File: config.mk
export PLATFORM = sky130hd
export DESIGN_NAME = datapath_top
export DESIGN_NICKNAME = d
export VERILOG_FILES = /design/src/hdl/datapath_pkg.sv /design/src/hdl/datapath_top.sv /design/src/hdl/writeback_stage.sv /design/src/hdl/alu_stage.sv /design/src/hdl/operand_fetch_stage.sv /design/src/hdl/sync_register_file.sv
export SDC_FILE = /design/constraint.sdc
export NUM_CORES = 1
export LEC_CHECK = 0
export ABC_CLOCK_PERIOD_IN_PS = 3100
export BUFFER_PORTS_ARGS = -buffer_cell sky130_fd_sc_hd__buf_2
export CAP_MARGIN = 25
export CORE_UTILIZATION = 55
export DETAILED_ROUTE_END_ITERATION = 8
export PLACE_DENSITY = 0.75
export RECOVER_POWER = 25
export SETUP_SLACK_MARGIN = 0.4
export SLEW_MARGIN = 10
export SYNTH_ARGS = -nofsm -noshare
export SYNTH_HDL_FRONTEND = slang
export SYNTH_SLANG_ARGS = --single-unit
File: constraint.sdc
create_clock -name _pulse -period 3.1 [get_ports _pulse]
set_clock_uncertainty 0.2 [all_clocks]
set_input_delay 0.62 -clock _pulse [delete_from_list [all_inputs] [get_ports _pulse]]
set_output_delay 0.62 -clock _pulse [all_outputs]
set_load 0.02 [all_outputs]
File: src/hdl/datapath_pkg.sv
`default_nettype none

package datapath_pkg;

    localparam int data_width     = 8;  // operand and result width.
    localparam int reg_addr_width = 2;  // four registers.

    typedef enum logic [2:0] {
        op_add      = 3'd0,  // l + r, carry out.
        op_sub      = 3'd1,  // l - r, carry is borrow.
        op_and      = 3'd2,
        op_or       = 3'd3,
        op_xor      = 3'd4,
        op_pass     = 3'd5,  // copies l.
        op_load_imm = 3'd6,  // writes the immediate.
        op_cmp      = 3'd7   // l - r, flags only.
    } opcode_t;

    typedef struct packed {
        logic zero;   // result was zero.
        logic carry;  // carry out, or borrow on sub and cmp.
    } flags_t;

    typedef struct packed {
        opcode_t                   opcode;
        logic [reg_addr_width-1:0] dest;
        logic [reg_addr_width-1:0] src_l;
        logic [reg_addr_width-1:0] src_r;
        logic [data_width-1:0]     imm;
    } instr_t;

    // operand fetch stage register.
    typedef struct packed {
        logic                      valid;
        opcode_t                   opcode;
        logic [reg_addr_width-1:0] dest;
        logic                      reg_write;  // low only for cmp.
        logic [data_width-1:0]     operand_l;  // imm already selected.
        logic [data_width-1:0]     operand_r;
    } fetch_word_t;

    typedef struct packed {
        logic                      valid;
        logic [reg_addr_width-1:0] dest;
        logic                      reg_write;
        logic [data_width-1:0]     value;
        flags_t                    flags;
    } alu_word_t;

    typedef struct packed {
        logic [reg_addr_width-1:0] dest;
        logic                      reg_write;
        logic [data_width-1:0]     value;
        flags_t                    flags;  // flags of this instruction.
    } result_t;

endpackage

`default_nettype wire
File: src/hdl/datapath_top.sv
`default_nettype none
`timescale 1ns/1ps

module datapath_top (
    input  wire logic                 _pulse,
    input  wire logic                 reset,
    input  wire logic                 instr_valid,
    input  wire datapath_pkg::instr_t instr,
    output logic                      result_valid,
    output datapath_pkg::result_t     result
);

    logic [datapath_pkg::reg_addr_width-1:0] rd_l_addr;  // fetch to file.
    logic [datapath_pkg::reg_addr_width-1:0] rd_r_addr;
    logic [datapath_pkg::data_width-1:0]     rd_l_data;  // file to fetch.
    logic [datapath_pkg::data_width-1:0]     rd_r_data;
    logic                                    wr_en;      // writeback to file.
    logic [datapath_pkg::reg_addr_width-1:0] wr_addr;
    logic [datapath_pkg::data_width-1:0]     wr_data;
    datapath_pkg::fetch_word_t               fetch_word;
    datapath_pkg::alu_word_t                 alu_next;   // one-older forward.
    datapath_pkg::alu_word_t                 alu_word;   // two-older forward.

    operand_fetch_stage u_fetch (
        ._pulse      (_pulse),
        .reset       (reset),
        .instr_valid (instr_valid),
        .instr       (instr),
        .rd_l_addr   (rd_l_addr),
        .rd_r_addr   (rd_r_addr),
        .rd_l_data   (rd_l_data),
        .rd_r_data   (rd_r_data),
        .alu_next    (alu_next),
        .alu_word    (alu_word),
        .fetch_word  (fetch_word)
    );

    alu_stage u_alu (
        ._pulse     (_pulse),
        .reset      (reset),
        .fetch_word (fetch_word),
        .alu_next   (alu_next),
        .alu_word   (alu_word)
    );

    writeback_stage u_writeback (
        ._pulse       (_pulse),
        .reset        (reset),
        .alu_word     (alu_word),
        .wr_en        (wr_en),
        .wr_addr      (wr_addr),
        .wr_data      (wr_data),
        .result_valid (result_valid),
        .result       (result)
    );

    sync_register_file u_regfile (
        ._pulse    (_pulse),
        .reset     (reset),
        .wr_en     (wr_en),
        .wr_addr   (wr_addr),
        .wr_data   (wr_data),
        .rd_l_addr (rd_l_addr),
        .rd_l_data (rd_l_data),
        .rd_r_addr (rd_r_addr),
        .rd_r_data (rd_r_data)
    );

endmodule

`default_nettype wire

File: src/hdl/writeback_stage.sv
`default_nettype none
`timescale 1ns/1ps

module writeback_stage (
    input  wire logic                               _pulse,
    input  wire logic                               reset,
    input  wire datapath_pkg::alu_word_t            alu_word,
    output logic                                    wr_en,
    output logic [datapath_pkg::reg_addr_width-1:0] wr_addr,
    output logic [datapath_pkg::data_width-1:0]     wr_data,
    output logic                                    result_valid,
    output datapath_pkg::result_t                   result
);

    logic [datapath_pkg::reg_addr_width-1:0] dest_q;  // retired payload.
    logic                                    reg_write_q;
    logic [datapath_pkg::data_width-1:0]     value_q;
    datapath_pkg::flags_t                    flags_q;  // last retired flags.

    assign wr_en   = alu_word.valid & alu_word.reg_write;  // cmp and bubbles skip the file.
    assign wr_addr = alu_word.dest;
    assign wr_data = alu_word.value;

    always_ff @(posedge _pulse) begin
        if (reset) begin
            result_valid <= 1'b0;
            flags_q      <= '0;  // flags start clear.
        end else begin
            result_valid <= alu_word.valid;  // one pulse per retire.
            if (alu_word.valid) begin
                flags_q <= alu_word.flags;  // held across bubbles.
            end
        end
        if (alu_word.valid) begin
            dest_q      <= alu_word.dest;
            reg_write_q <= alu_word.reg_write;
            value_q     <= alu_word.value;
        end
    end

    assign result.dest      = dest_q;
    assign result.reg_write = reg_write_q;
    assign result.value     = value_q;
    assign result.flags     = flags_q;  // equals this instruction's flags while valid.

endmodule

`default_nettype wire

File: src/hdl/alu_stage.sv
`default_nettype none
`timescale 1ns/1ps

module alu_stage (
    input  wire logic                    _pulse,
    input  wire logic                    reset,
    input  wire datapath_pkg::fetch_word_t fetch_word,
    output datapath_pkg::alu_word_t      alu_next,
    output datapath_pkg::alu_word_t      alu_word
);

    logic [datapath_pkg::data_width:0]   sum_wide;   // 9-bit, top bit is carry.
    logic [datapath_pkg::data_width:0]   diff_wide;  // 9-bit, top bit is borrow.
    logic [datapath_pkg::data_width-1:0] value;
    logic                                carry;

    assign sum_wide  = {1'b0, fetch_word.operand_l} + {1'b0, fetch_word.operand_r};
    assign diff_wide = {1'b0, fetch_word.operand_l} - {1'b0, fetch_word.operand_r};

    always_comb begin
        value = fetch_word.operand_l;  // pass and load_imm.
        carry = 1'b0;                  // logic ops leave carry clear.
        case (fetch_word.opcode)
            datapath_pkg::op_add: begin
                value = sum_wide[datapath_pkg::data_width-1:0];
                carry = sum_wide[datapath_pkg::data_width];
            end
            datapath_pkg::op_sub, datapath_pkg::op_cmp: begin
                // cmp carries the difference too, but never writes it.
                value = diff_wide[datapath_pkg::data_width-1:0];
                carry = diff_wide[datapath_pkg::data_width];
            end
            datapath_pkg::op_and: value = fetch_word.operand_l & fetch_word.operand_r;
            datapath_pkg::op_or:  value = fetch_word.operand_l | fetch_word.operand_r;
            datapath_pkg::op_xor: value = fetch_word.operand_l ^ fetch_word.operand_r;
            default: begin
                value = fetch_word.operand_l;  // pass, load_imm.
                carry = 1'b0;
            end
        endcase
    end

    always_comb begin
        alu_next.valid       = fetch_word.valid;
        alu_next.dest        = fetch_word.dest;
        alu_next.reg_write   = fetch_word.reg_write;
        alu_next.value       = value;
        alu_next.flags.zero  = (value == '0);  // zero for every op.
        alu_next.flags.carry = carry;
    end

    always_ff @(posedge _pulse) begin
        alu_word <= alu_next;  // also the two-older forward source.
        if (reset) begin
            alu_word.valid <= 1'b0;
        end
    end

endmodule

`default_nettype wire

File: src/hdl/operand_fetch_stage.sv
`default_nettype none
`timescale 1ns/1ps

module operand_fetch_stage (
    input  wire logic                                    _pulse,
    input  wire logic                                    reset,
    input  wire logic                                    instr_valid,
    input  wire datapath_pkg::instr_t                    instr,
    output logic [datapath_pkg::reg_addr_width-1:0]      rd_l_addr,
    output logic [datapath_pkg::reg_addr_width-1:0]      rd_r_addr,
    input  wire logic [datapath_pkg::data_width-1:0]     rd_l_data,
    input  wire logic [datapath_pkg::data_width-1:0]     rd_r_data,
    input  wire datapath_pkg::alu_word_t                 alu_next,
    input  wire datapath_pkg::alu_word_t                 alu_word,
    output datapath_pkg::fetch_word_t                    fetch_word
);

    datapath_pkg::fetch_word_t           fetch_next;  // decoded word for this edge.
    logic [datapath_pkg::data_width-1:0] fwd_l;       // left operand after forwarding.
    logic [datapath_pkg::data_width-1:0] fwd_r;

    // youngest producer wins: alu_next is one older, alu_word two older.
    function automatic logic [datapath_pkg::data_width-1:0] pick_operand(
        input logic [datapath_pkg::reg_addr_width-1:0] src,
        input logic [datapath_pkg::data_width-1:0]     file_data,
        input datapath_pkg::alu_word_t                 next_word,
        input datapath_pkg::alu_word_t                 held_word
    );
        logic [datapath_pkg::data_width-1:0] value;
        value = file_data;  // three or more older.
        if (held_word.valid && held_word.reg_write && held_word.dest == src) begin
            value = held_word.value;
        end
        if (next_word.valid && next_word.reg_write && next_word.dest == src) begin
            value = next_word.value;
        end
        return value;
    endfunction

    assign rd_l_addr = instr.src_l;  // file read is combinational.
    assign rd_r_addr = instr.src_r;

    assign fwd_l = pick_operand(instr.src_l, rd_l_data, alu_next, alu_word);
    assign fwd_r = pick_operand(instr.src_r, rd_r_data, alu_next, alu_word);

    always_comb begin
        fetch_next.valid     = instr_valid;
        fetch_next.opcode    = instr.opcode;
        fetch_next.dest      = instr.dest;
        fetch_next.reg_write = (instr.opcode != datapath_pkg::op_cmp);  // cmp is flags only.
        if (instr.opcode == datapath_pkg::op_load_imm) begin
            fetch_next.operand_l = instr.imm;  // alu passes l through.
            fetch_next.operand_r = instr.imm;
        end else begin
            fetch_next.operand_l = fwd_l;
            fetch_next.operand_r = fwd_r;
        end
    end

    always_ff @(posedge _pulse) begin
        fetch_word <= fetch_next;  // payload follows every edge.
        if (reset) begin
            fetch_word.valid <= 1'b0;  // bubble after reset.
        end
    end

endmodule

`default_nettype wire

File: src/hdl/sync_register_file.sv
`default_nettype none
`timescale 1ns/1ps

module sync_register_file (
    input  wire logic                                    _pulse,
    input  wire logic                                    reset,
    input  wire logic                                    wr_en,
    input  wire logic [datapath_pkg::reg_addr_width-1:0] wr_addr,
    input  wire logic [datapath_pkg::data_width-1:0]     wr_data,
    input  wire logic [datapath_pkg::reg_addr_width-1:0] rd_l_addr,
    output logic [datapath_pkg::data_width-1:0]          rd_l_data,
    input  wire logic [datapath_pkg::reg_addr_width-1:0] rd_r_addr,
    output logic [datapath_pkg::data_width-1:0]          rd_r_data
);

    localparam int reg_count = 1 << datapath_pkg::reg_addr_width;  // 4 entries.

    logic [datapath_pkg::data_width-1:0] regs [reg_count];  // architectural registers.

    always_ff @(posedge _pulse) begin
        if (reset) begin
            for (int i = 0; i < reg_count; i++) begin
                regs[i] <= '0;  // all registers start at zero.
            end
        end else if (wr_en) begin
            regs[wr_addr] <= wr_data;  // one write per edge.
        end
    end

    // no bypass here. the fetch stage forwards in-flight results,
    // so a same-edge write never has to be seen through the file.
    assign rd_l_data = regs[rd_l_addr];  // left read port.
    assign rd_r_data = regs[rd_r_addr];  // right read port.

endmodule

`default_nettype wire

-- Yosys cells after proc, flatten, opt, wreduce, memory -nomap -nowiden
Memory sizes are Yosys's and may differ from the RTL's.
Index checks and enable logic that the tools add are counted.
- word-level logic and storage cells: 61
- output and inout port bits: 14
- bits in writable memories: 32
- memories: 1
- bits in registers: 51
- bits of input ports: 20
- bitwise operators: 4
- reduce and logical (&&, ||, !) cells: 10
- equality and inequality tests: 11
- add/sub/neg operators: 2
- mux-type cells: 15
- memories (name ; depth ; width ; rd ports ; clocked after memory_dff ; wr ports ; RTL line ; source):
    u_regfile.regs ; 4 ; 8 ; 2 ; 0 ; 4 ; sync_register_file.sv:18 ; logic [datapath_pkg::data_width-1:0] regs [reg_count];
- operator list (operator ; number):
    $mux 8 ; 5
    $pmux 8 s5 ; 1
    $mux 16 ; 1
    $add 8x8->9 ; 1
    $eq 3x3->1 const B ; 3
    $sub 8x8->9 ; 1
    $and 8x8->8 ; 1
    $eq 2x2->1 ; 4
    $logic_not 8->1 ; 1
    $or 8x8->8 ; 1
    $reduce_or 8->1 ; 1
    $xor 8x8->8 ; 1
    $eq 3x2->1 const B ; 2
    $logic_and 1x1->1 ; 6
    $mux 1 ; 6
    $eq 3x1->1 const B ; 1
    $logic_not 3->1 ; 1
    $ne 3x3->1 const B ; 1
    $mux 2 ; 1
    $pmux 1 s2 ; 1
    $reduce_or 2->1 ; 1
    $and 1x1->1 ; 1

-- Longest topological paths before layout
Gate-level depths: netlist of the first run.
- depth in word-level cells: 6
- mapped depth: 11
- depth with buffers taken out: 10

-- Cells and area by module
Synthesis of the first run repeated with hierarchy kept, for this count alone.
- cells, all modules: 451
- area total of the unflattened synthesis: 4996.0 um^2
- by module, submodules not included (module ; times used ; area an instance (um^2) ; seq. area each (um^2) ; cells each):
    alu_stage ; 1 ; 1730.4 ; 280.3 ; 218
    sync_register_file ; 1 ; 1654.1 ; 960.9 ; 95
    operand_fetch_stage ; 1 ; 1098.6 ; 460.4 ; 107
    writeback_stage ; 1 ; 513.0 ; 390.4 ; 31

-- Worst setup path after synthesis of the first run
No wires, ideal clock.
- path type: reg-to-reg
- start: register u_fetch.fetch_word[8] (netlist name)
- end: register u_alu.alu_word[1] (netlist name)
- path slack: 0.400 ns
- clock period less this slack: 2.700 ns
- setup time: 0.088 ns
- arrival: 2.412 ns
- data required time: 2.812 ns
- stages on the path, launching flop included: 10
- path buffers: 0
- path through: dfxtp_1 inv_1 ha_1 fa_1 o21ba_1 or4_4 nand3_2 o311ai_1 o32a_4 nor4_2

==> flow_metrics.tcl, run 1 <==
set metrics [dict create \
    drc 0 \
    n_fill_cell 687 \
    r2r_start "u_alu.alu_word[13]" \
    cellPowerDensity_nw_per_um2 527 \
    final_util_pct 63.3 \
    finalWirelength_microns 10100 \
    slowest_delay_ns 0.74 \
    p_comb_share_pct 25.2 \
    p_sw_uw 899 \
    drive_above_1_share_pct 23.7 \
    ys_warn_count 0 \
    p_int_uw 1880 \
    min_path_cells 1 \
    critPathLaunchType "register" \
    antenna_cells 0 \
    cts_tree "built" \
    clk_latency_ns 0.35 \
    vias 3458 \
    clk_path_buf_depth 2 \
    grt_pass1_vias 3244 \
    htree_levels 3 \
    worstHoldEndpoint "u_fetch.fetch_word[18]" \
    fin_crit_sh_pct 87.8 \
    syn_inst 443 \
    crit_path_max_fanout 15 \
    die_w_microns 95.3 \
    cts_buffers 9 \
    reg2reg_depth 7 \
    rrSetupSlack_ns 0.38 \
    period_needed_ns 2.72 \
    clock-sinks 83 \
    p_sw_share_pct 32.3 \
    cts.clk_slew.worst_paths_ns 0.09 \
    grt_max_degree 26 \
    io_buffers 33 \
    area_growth_pct 10.2 \
    r2r-end "u_regfile.regs[1][0]" \
    syn_avg_cell_area_sq_um 10.8 \
    drtAntennaViolNets 0 \
    synth_edf_count 43 \
    rsz0062_at_grt "yes" \
    tightest_slew_ns 0.993 \
    setup_viol 0 \
    start_util_pct 57.4 \
    num_io_pins 34 \
    netlist_area_sq_um 4790 \
    fp.dieArea_sq_um 9090 \
    layout.nets 523 \
    power_frac_clock_pct 25.3 \
    hold_class "primary input to register" \
    core.rowCount 33 \
    hold_viol 0 \
    ys_ff_latch 83 \
    status "finished clean" \
    p_seq_share_pct 49.5 \
    crit_path_frequent_cell "buf_4" \
    peakVddDrop_mv 0.325 \
    synth_area_leaders "edfxtp_1, dfxtp_1, mux4_2" \
    fin_setup_tns_ns 0 \
    drtIter0Drc 206 \
    wire_per_inst_microns 17.3 \
    worstPathArrival_ns 2.56 \
    critPathKind "register to register" \
    end_kind "register" \
    yosysTopAreaCell "edfxtp_1" \
    async_flop_share_pct 0 \
    hpwlAfterDp_microns 7660 \
    crit_required_ns 2.94 \
    vias_per_cell 5.89 \
    slowest_stage "clkbuf_1" \
    synth_ff_type "edfxtp_1" \
    slew_headroom_pct 33.8 \
    core-area_sq_um 8340 \
    cts_root_buffer "clkbuf_8" \
    hold_buffers 0 \
    worstPathCellList "clkbuf_1, nor2b_1, buf_4, nand2_1, nor3b_1, buf_4, or2_2" \
    yosys.area.top_type_share_pct 27.0 \
    drv_slew 0 \
    die_h_microns 95.3 \
    drt_first_pass_iters 4 \
    min_from "instr[13]" \
    ys_types 66 \
    hold_ws_ns 0.166 \
    layout.cells.most_common "edfxtp_1" \
    grt_usage_pct 23.7 \
    grt_overflow_total 0 \
    routabilityCongestion 0.891 \
    antenna_found_initial 0 \
    final_cell_mix "edfxtp_1, dfxtp_1, nor2_1" \
    cellLeakagePower_uw 0.00209 \
    syn_nets 489 \
    fmax_mhz 367 \
    grt_pass1_wl_microns 16100 \
    maxCapViolCount 0 \
    yosysSeqAreaShare_pct 43.7 \
]
-- repair_timing --
action                                  in CTS  in global routing
buffers inserted                             2                  1
gates resized for setup                     11                  8
endpoints found under the setup margin       5                  6
pin swaps                                    3                  1
-- worst max-delay path: cells and delay by family, from the launching register on --
| family | cells | cell delay [ns] |
|---|---|---|
| simple gates | 4 | 0.79 |
| buf+inv | 3 | 1.09 |
| flops | 1 | 0.34 |
-- per-stage QoR --
step	setup slack, ns	power [uW]	std cells	cell area (sq um)
floorplan	0.450	1880	443	4790
global placement	0.354	2030	568	5030
detailed placement	0.261	2050	568	5030
CTS	0.368	2760	586	5260
global route	0.231	2910	587	5280
finish	0.378	2780	587	5280
-- layer usage --
metal  GRT usage (%)  vias to the layer above  part of all wire, %
li1                -                     1683                    -
met1            29.9                     1687                   45
met2            41.3                       74                   50
met3            2.87                       14                  3.1
met4            9.47                        0                  1.8
met5               0                        -                    0
-- layout make-up --
type	instances	area [sq um]	area share (%)
clock buffer	11	141	2.68
timing repair buffer	50	284	5.38
multi-input combinational	311	2510	47.5
clock inverter	5	35.0	0.664
tap	105	131	2.49
inverter	22	82.6	1.56
sequential	83	2100	39.7
-- state kept, by name, summed over array words and instances (netlist names) --
register	flops
u_writeback.result_valid	1
u_alu.alu_word	14
u_writeback.dest_q	2
u_writeback.reg_write_q	1
u_writeback.value_q	8
u_fetch.fetch_word	23
u_regfile.regs	32
u_writeback.result	2
-- Yosys cell counts (all sizes together), types with 3 or more instances --
cell	n
clkbuf	9
o21a	3
nor2b	9
or3	3
and2	24
inv	22
mux4	16
nor2	34
nand2b	3
or2	4
xor2	10
edfxtp	43
a211oi	3
mux2i	16
o21ai	23
mux2	7
o221ai	3
nand2	23
o21bai	3
xnor2	5
and3	8
dfxtp	40
nand3	6
o211ai	4
a31oi	4
o22ai	4
a21oi	24
ha	24
buf	18
nor3	11
-- logic make-up (layout without fill, tap and decap cells) --
kind of cell,count (synthesis),count (layout),synth area share (%)
xor+xnor,15,15,2.90
flops,83,83,43.7
mux,39,39,12.5
simple gates,136,136,15.4
compound gates,95,95,13.3
fa+ha+maj,26,26,7.10
buf+inv,49,88,5.12
-- power groups by stage --
stage          logic [uW]  registers [uW]  clock network [uW]
2_1_floorplan         530            1350                   0
3_3_place_gp          639            1390                   0
3_5_place_dp          655            1400                   0
4_1_cts               677            1370                 712
5_1_grt               767            1390                 754
6_report              702            1380                 703
-- worst max path at each step --
stage / slack, ns / to / startpoint
3_5_place_dp: 0.26 / u_alu.alu_word[1] / u_fetch.fetch_word[1]
4_1_cts: 0.37 / u_alu.alu_word[1] / u_fetch.fetch_word[1]
3_3_place_gp: 0.35 / u_alu.alu_word[1] / u_fetch.fetch_word[8]
2_1_floorplan: 0.45 / u_alu.alu_word[1] / u_fetch.fetch_word[8]
6_report: 0.38 / u_regfile.regs[1][0] / u_alu.alu_word[13]
5_1_grt: 0.23 / u_regfile.regs[1][4] / u_alu.alu_word[13]
Power figures use the tool's default switching activity.
==> run 2, diff against run 1 <==
SETUP_SLACK_MARGIN = not set   (was 0.4)
==> run 2 against run 1 <==
Clock power up 2%; wire length up 1.3%; critical path depth rose by 3; critical path type unchanged; critical endpoint is now u_fetch.fetch_word[14]; sequential share of layout area grew 0.50 points; power down 0.71%; fmax down 6.3%; via count decreased by 0.93%; cell count fell by 1.0%; largest power group unchanged; sequential cell count did not move; non-clock buffer count down 6; clock-buffer cell count is the same; largest cell class unchanged.
==> flow_metrics.tcl, run 2 (synthesis results as in run 1) <==
set metrics [dict create \
    cts_tree "built" \
    final-seq-area_sq_um 2090 \
    largest_reg_flops 32 \
    worstPathCellList "inv_1, ha_1, fa_2, o21ba_1, or4_4, nand3_2, o311ai_1, o32a_4, mux2i_1, o21ai_0" \
    io_buffers 33 \
    tightest_slew_ns 1.09 \
    n_fill_cell 698 \
    drtIter0Drc 231 \
    period_needed_ns 2.91 \
    hold_buffers 0 \
    min_from "instr[13]" \
    slowest_stage "or4_4" \
    antenna_cells 0 \
    grt_pass1_vias 3456 \
    crit_required_ns 3.12 \
    dp_slack_ns 0.163 \
    m1WireLength_microns 4260 \
    fin_ws_ns 0.194 \
    fin_crit_sh_pct 93.8 \
    reg2reg_depth 10 \
    clock-sinks 83 \
    worstPathArrival_ns 2.92 \
    grt_pass1_wl_microns 16600 \
    slowest_delay_ns 0.43 \
    min_path_cells 1 \
    core-area_sq_um 8340 \
    drv_slew 0 \
    fin_setup_tns_ns 0 \
    cts_buffers 9 \
    finalWirelength_microns 10300 \
    wire_per_inst_microns 17.7 \
    hold_class "primary input to register" \
    rrSetupSlack_ns 0.19 \
    drtAntennaViolNets 0 \
    path_buf_inv 1 \
    layout.cells.most_common "edfxtp_1" \
    rsz0062_at_grt "no" \
    setup_viol 0 \
    crit_path_max_fanout 4 \
    fp.dieArea_sq_um 9090 \
    p_total_uw 2760 \
    r2r_start "u_fetch.fetch_word[8]" \
    grt_usage_pct 24.4 \
    hold_viol 0 \
    hpwlAfterDp_microns 7810 \
    routabilityCongestion 0.930 \
    peakVddDrop_mv 0.403 \
    critPathTopFamily "compound AO/OA/AOI/OAI gates" \
    critPathKind "register to register" \
    vias_per_cell 5.90 \
    critPathLaunchType "register" \
    area_growth_pct 8.57 \
    route.met3.wl_microns 588 \
    die_w_microns 95.3 \
    drive_above_1_share_pct 19.3 \
    cellPowerDensity_nw_per_um2 531 \
    num_io_pins 34 \
    grt_max_degree 26 \
    worstHoldEndpoint "u_fetch.fetch_word[18]" \
    grt_overflow_total 0 \
    final_util_pct 62.4 \
    clk_path_buf_depth 2 \
    status "finished clean" \
    antenna_found_initial 0 \
    highest_layer "met4" \
    wl_met2_microns 5100 \
    drc 0 \
    core.rowCount 33 \
    fmax_mhz 344 \
    drt_first_pass_iters 5 \
    maxCapViolCount 0 \
    cellLeakagePower_uw 0.00207 \
    r2r-end "u_fetch.fetch_word[14]" \
    regMostFlops "u_regfile.regs" \
    die_h_microns 95.3 \
    reg.largest.list "u_regfile.regs x32, u_fetch.fetch_word x23, u_alu.alu_word x14" \
    cts_root_buffer "clkbuf_8" \
    layout.nets 517 \
    clk_latency_ns 0.35 \
    final_cell_mix "edfxtp_1, dfxtp_1, nor2_1" \
    multi_input_area_sq_um 2460 \
    htree_levels 3 \
    end_kind "register" \
    cts.clk_slew.worst_paths_ns 0.08 \
    start_util_pct 57.4 \
    vias 3426 \
    slew_headroom_pct 27.4 \
]
==> run 2: final cells by class <==
class	instances	share of cell area, %
clock buffer	11	2.93
clock inverter	5	0.674
inverter	22	1.59
multi-input combinational	311	47.2
sequential	83	40.2
tap	105	2.53
timing repair buffer	44	4.84
==> run 2: worst max path at each step <==
stage	slack (ns)	end	from	cells after the start
2_1_floorplan	0.40	u_alu.alu_word[1]	u_fetch.fetch_word[8]	9
3_3_place_gp	0.32	u_alu.alu_word[1]	u_fetch.fetch_word[8]	9
3_5_place_dp	0.16	u_fetch.fetch_word[14]	u_fetch.fetch_word[8]	10
4_1_cts	0.15	u_fetch.fetch_word[14]	u_fetch.fetch_word[8]	10
5_1_grt	0.008	u_alu.alu_word[1]	u_fetch.fetch_word[9]	9
6_report	0.19	u_fetch.fetch_word[14]	u_fetch.fetch_word[8]	10
==> run 2: stage by stage <==
stage,hold slack (ns),std cells,cell area (sq um)
3_3_place_gp,0.160,565,5020
2_1_floorplan,0.131,443,4790
4_1_cts,0.151,581,5210
3_5_place_dp,0.159,565,5020
6_report,0.167,581,5200
5_1_grt,0.146,581,5200
==> run 2: metal layers <==
metal | GRT usage [%] | vias up
met5 | 0 | -
met4 | 12.4 | 0
met3 | 5.26 | 27
met2 | 41.3 | 109
met1 | 29.2 | 1617
li1 | - | 1673
==> run 2: what timing repair did <==
action / in CTS / in global routing
setup buffers: 0 / 0
resized for setup: 0 / 1
setup endpoints to repair: 0 / 2
==> run 2: where the power goes <==
| part | leakage [uW] | internal (uW) | switching, uW |
|---|---|---|---|
| Clock | 0.0000948 | 341 | 378 |
| Combinational | 0.00122 | 288 | 382 |
| Sequential | 0.000764 | 1260 | 115 |
| Total | 0.00207 | 1890 | 875 |
==> run 2: worst register-to-register path: cells and delay by family (launching register included) <==
kind                     cells  cell delay [ns]
AO/OA/AOI/OAI                4             0.85
adder cells (fa/ha/maj)      2             0.60
AND/OR/NAND/NOR              2             0.53
flip-flops                   1             0.37
multiplexers                 1             0.16
buffers and inverters        1             0.08
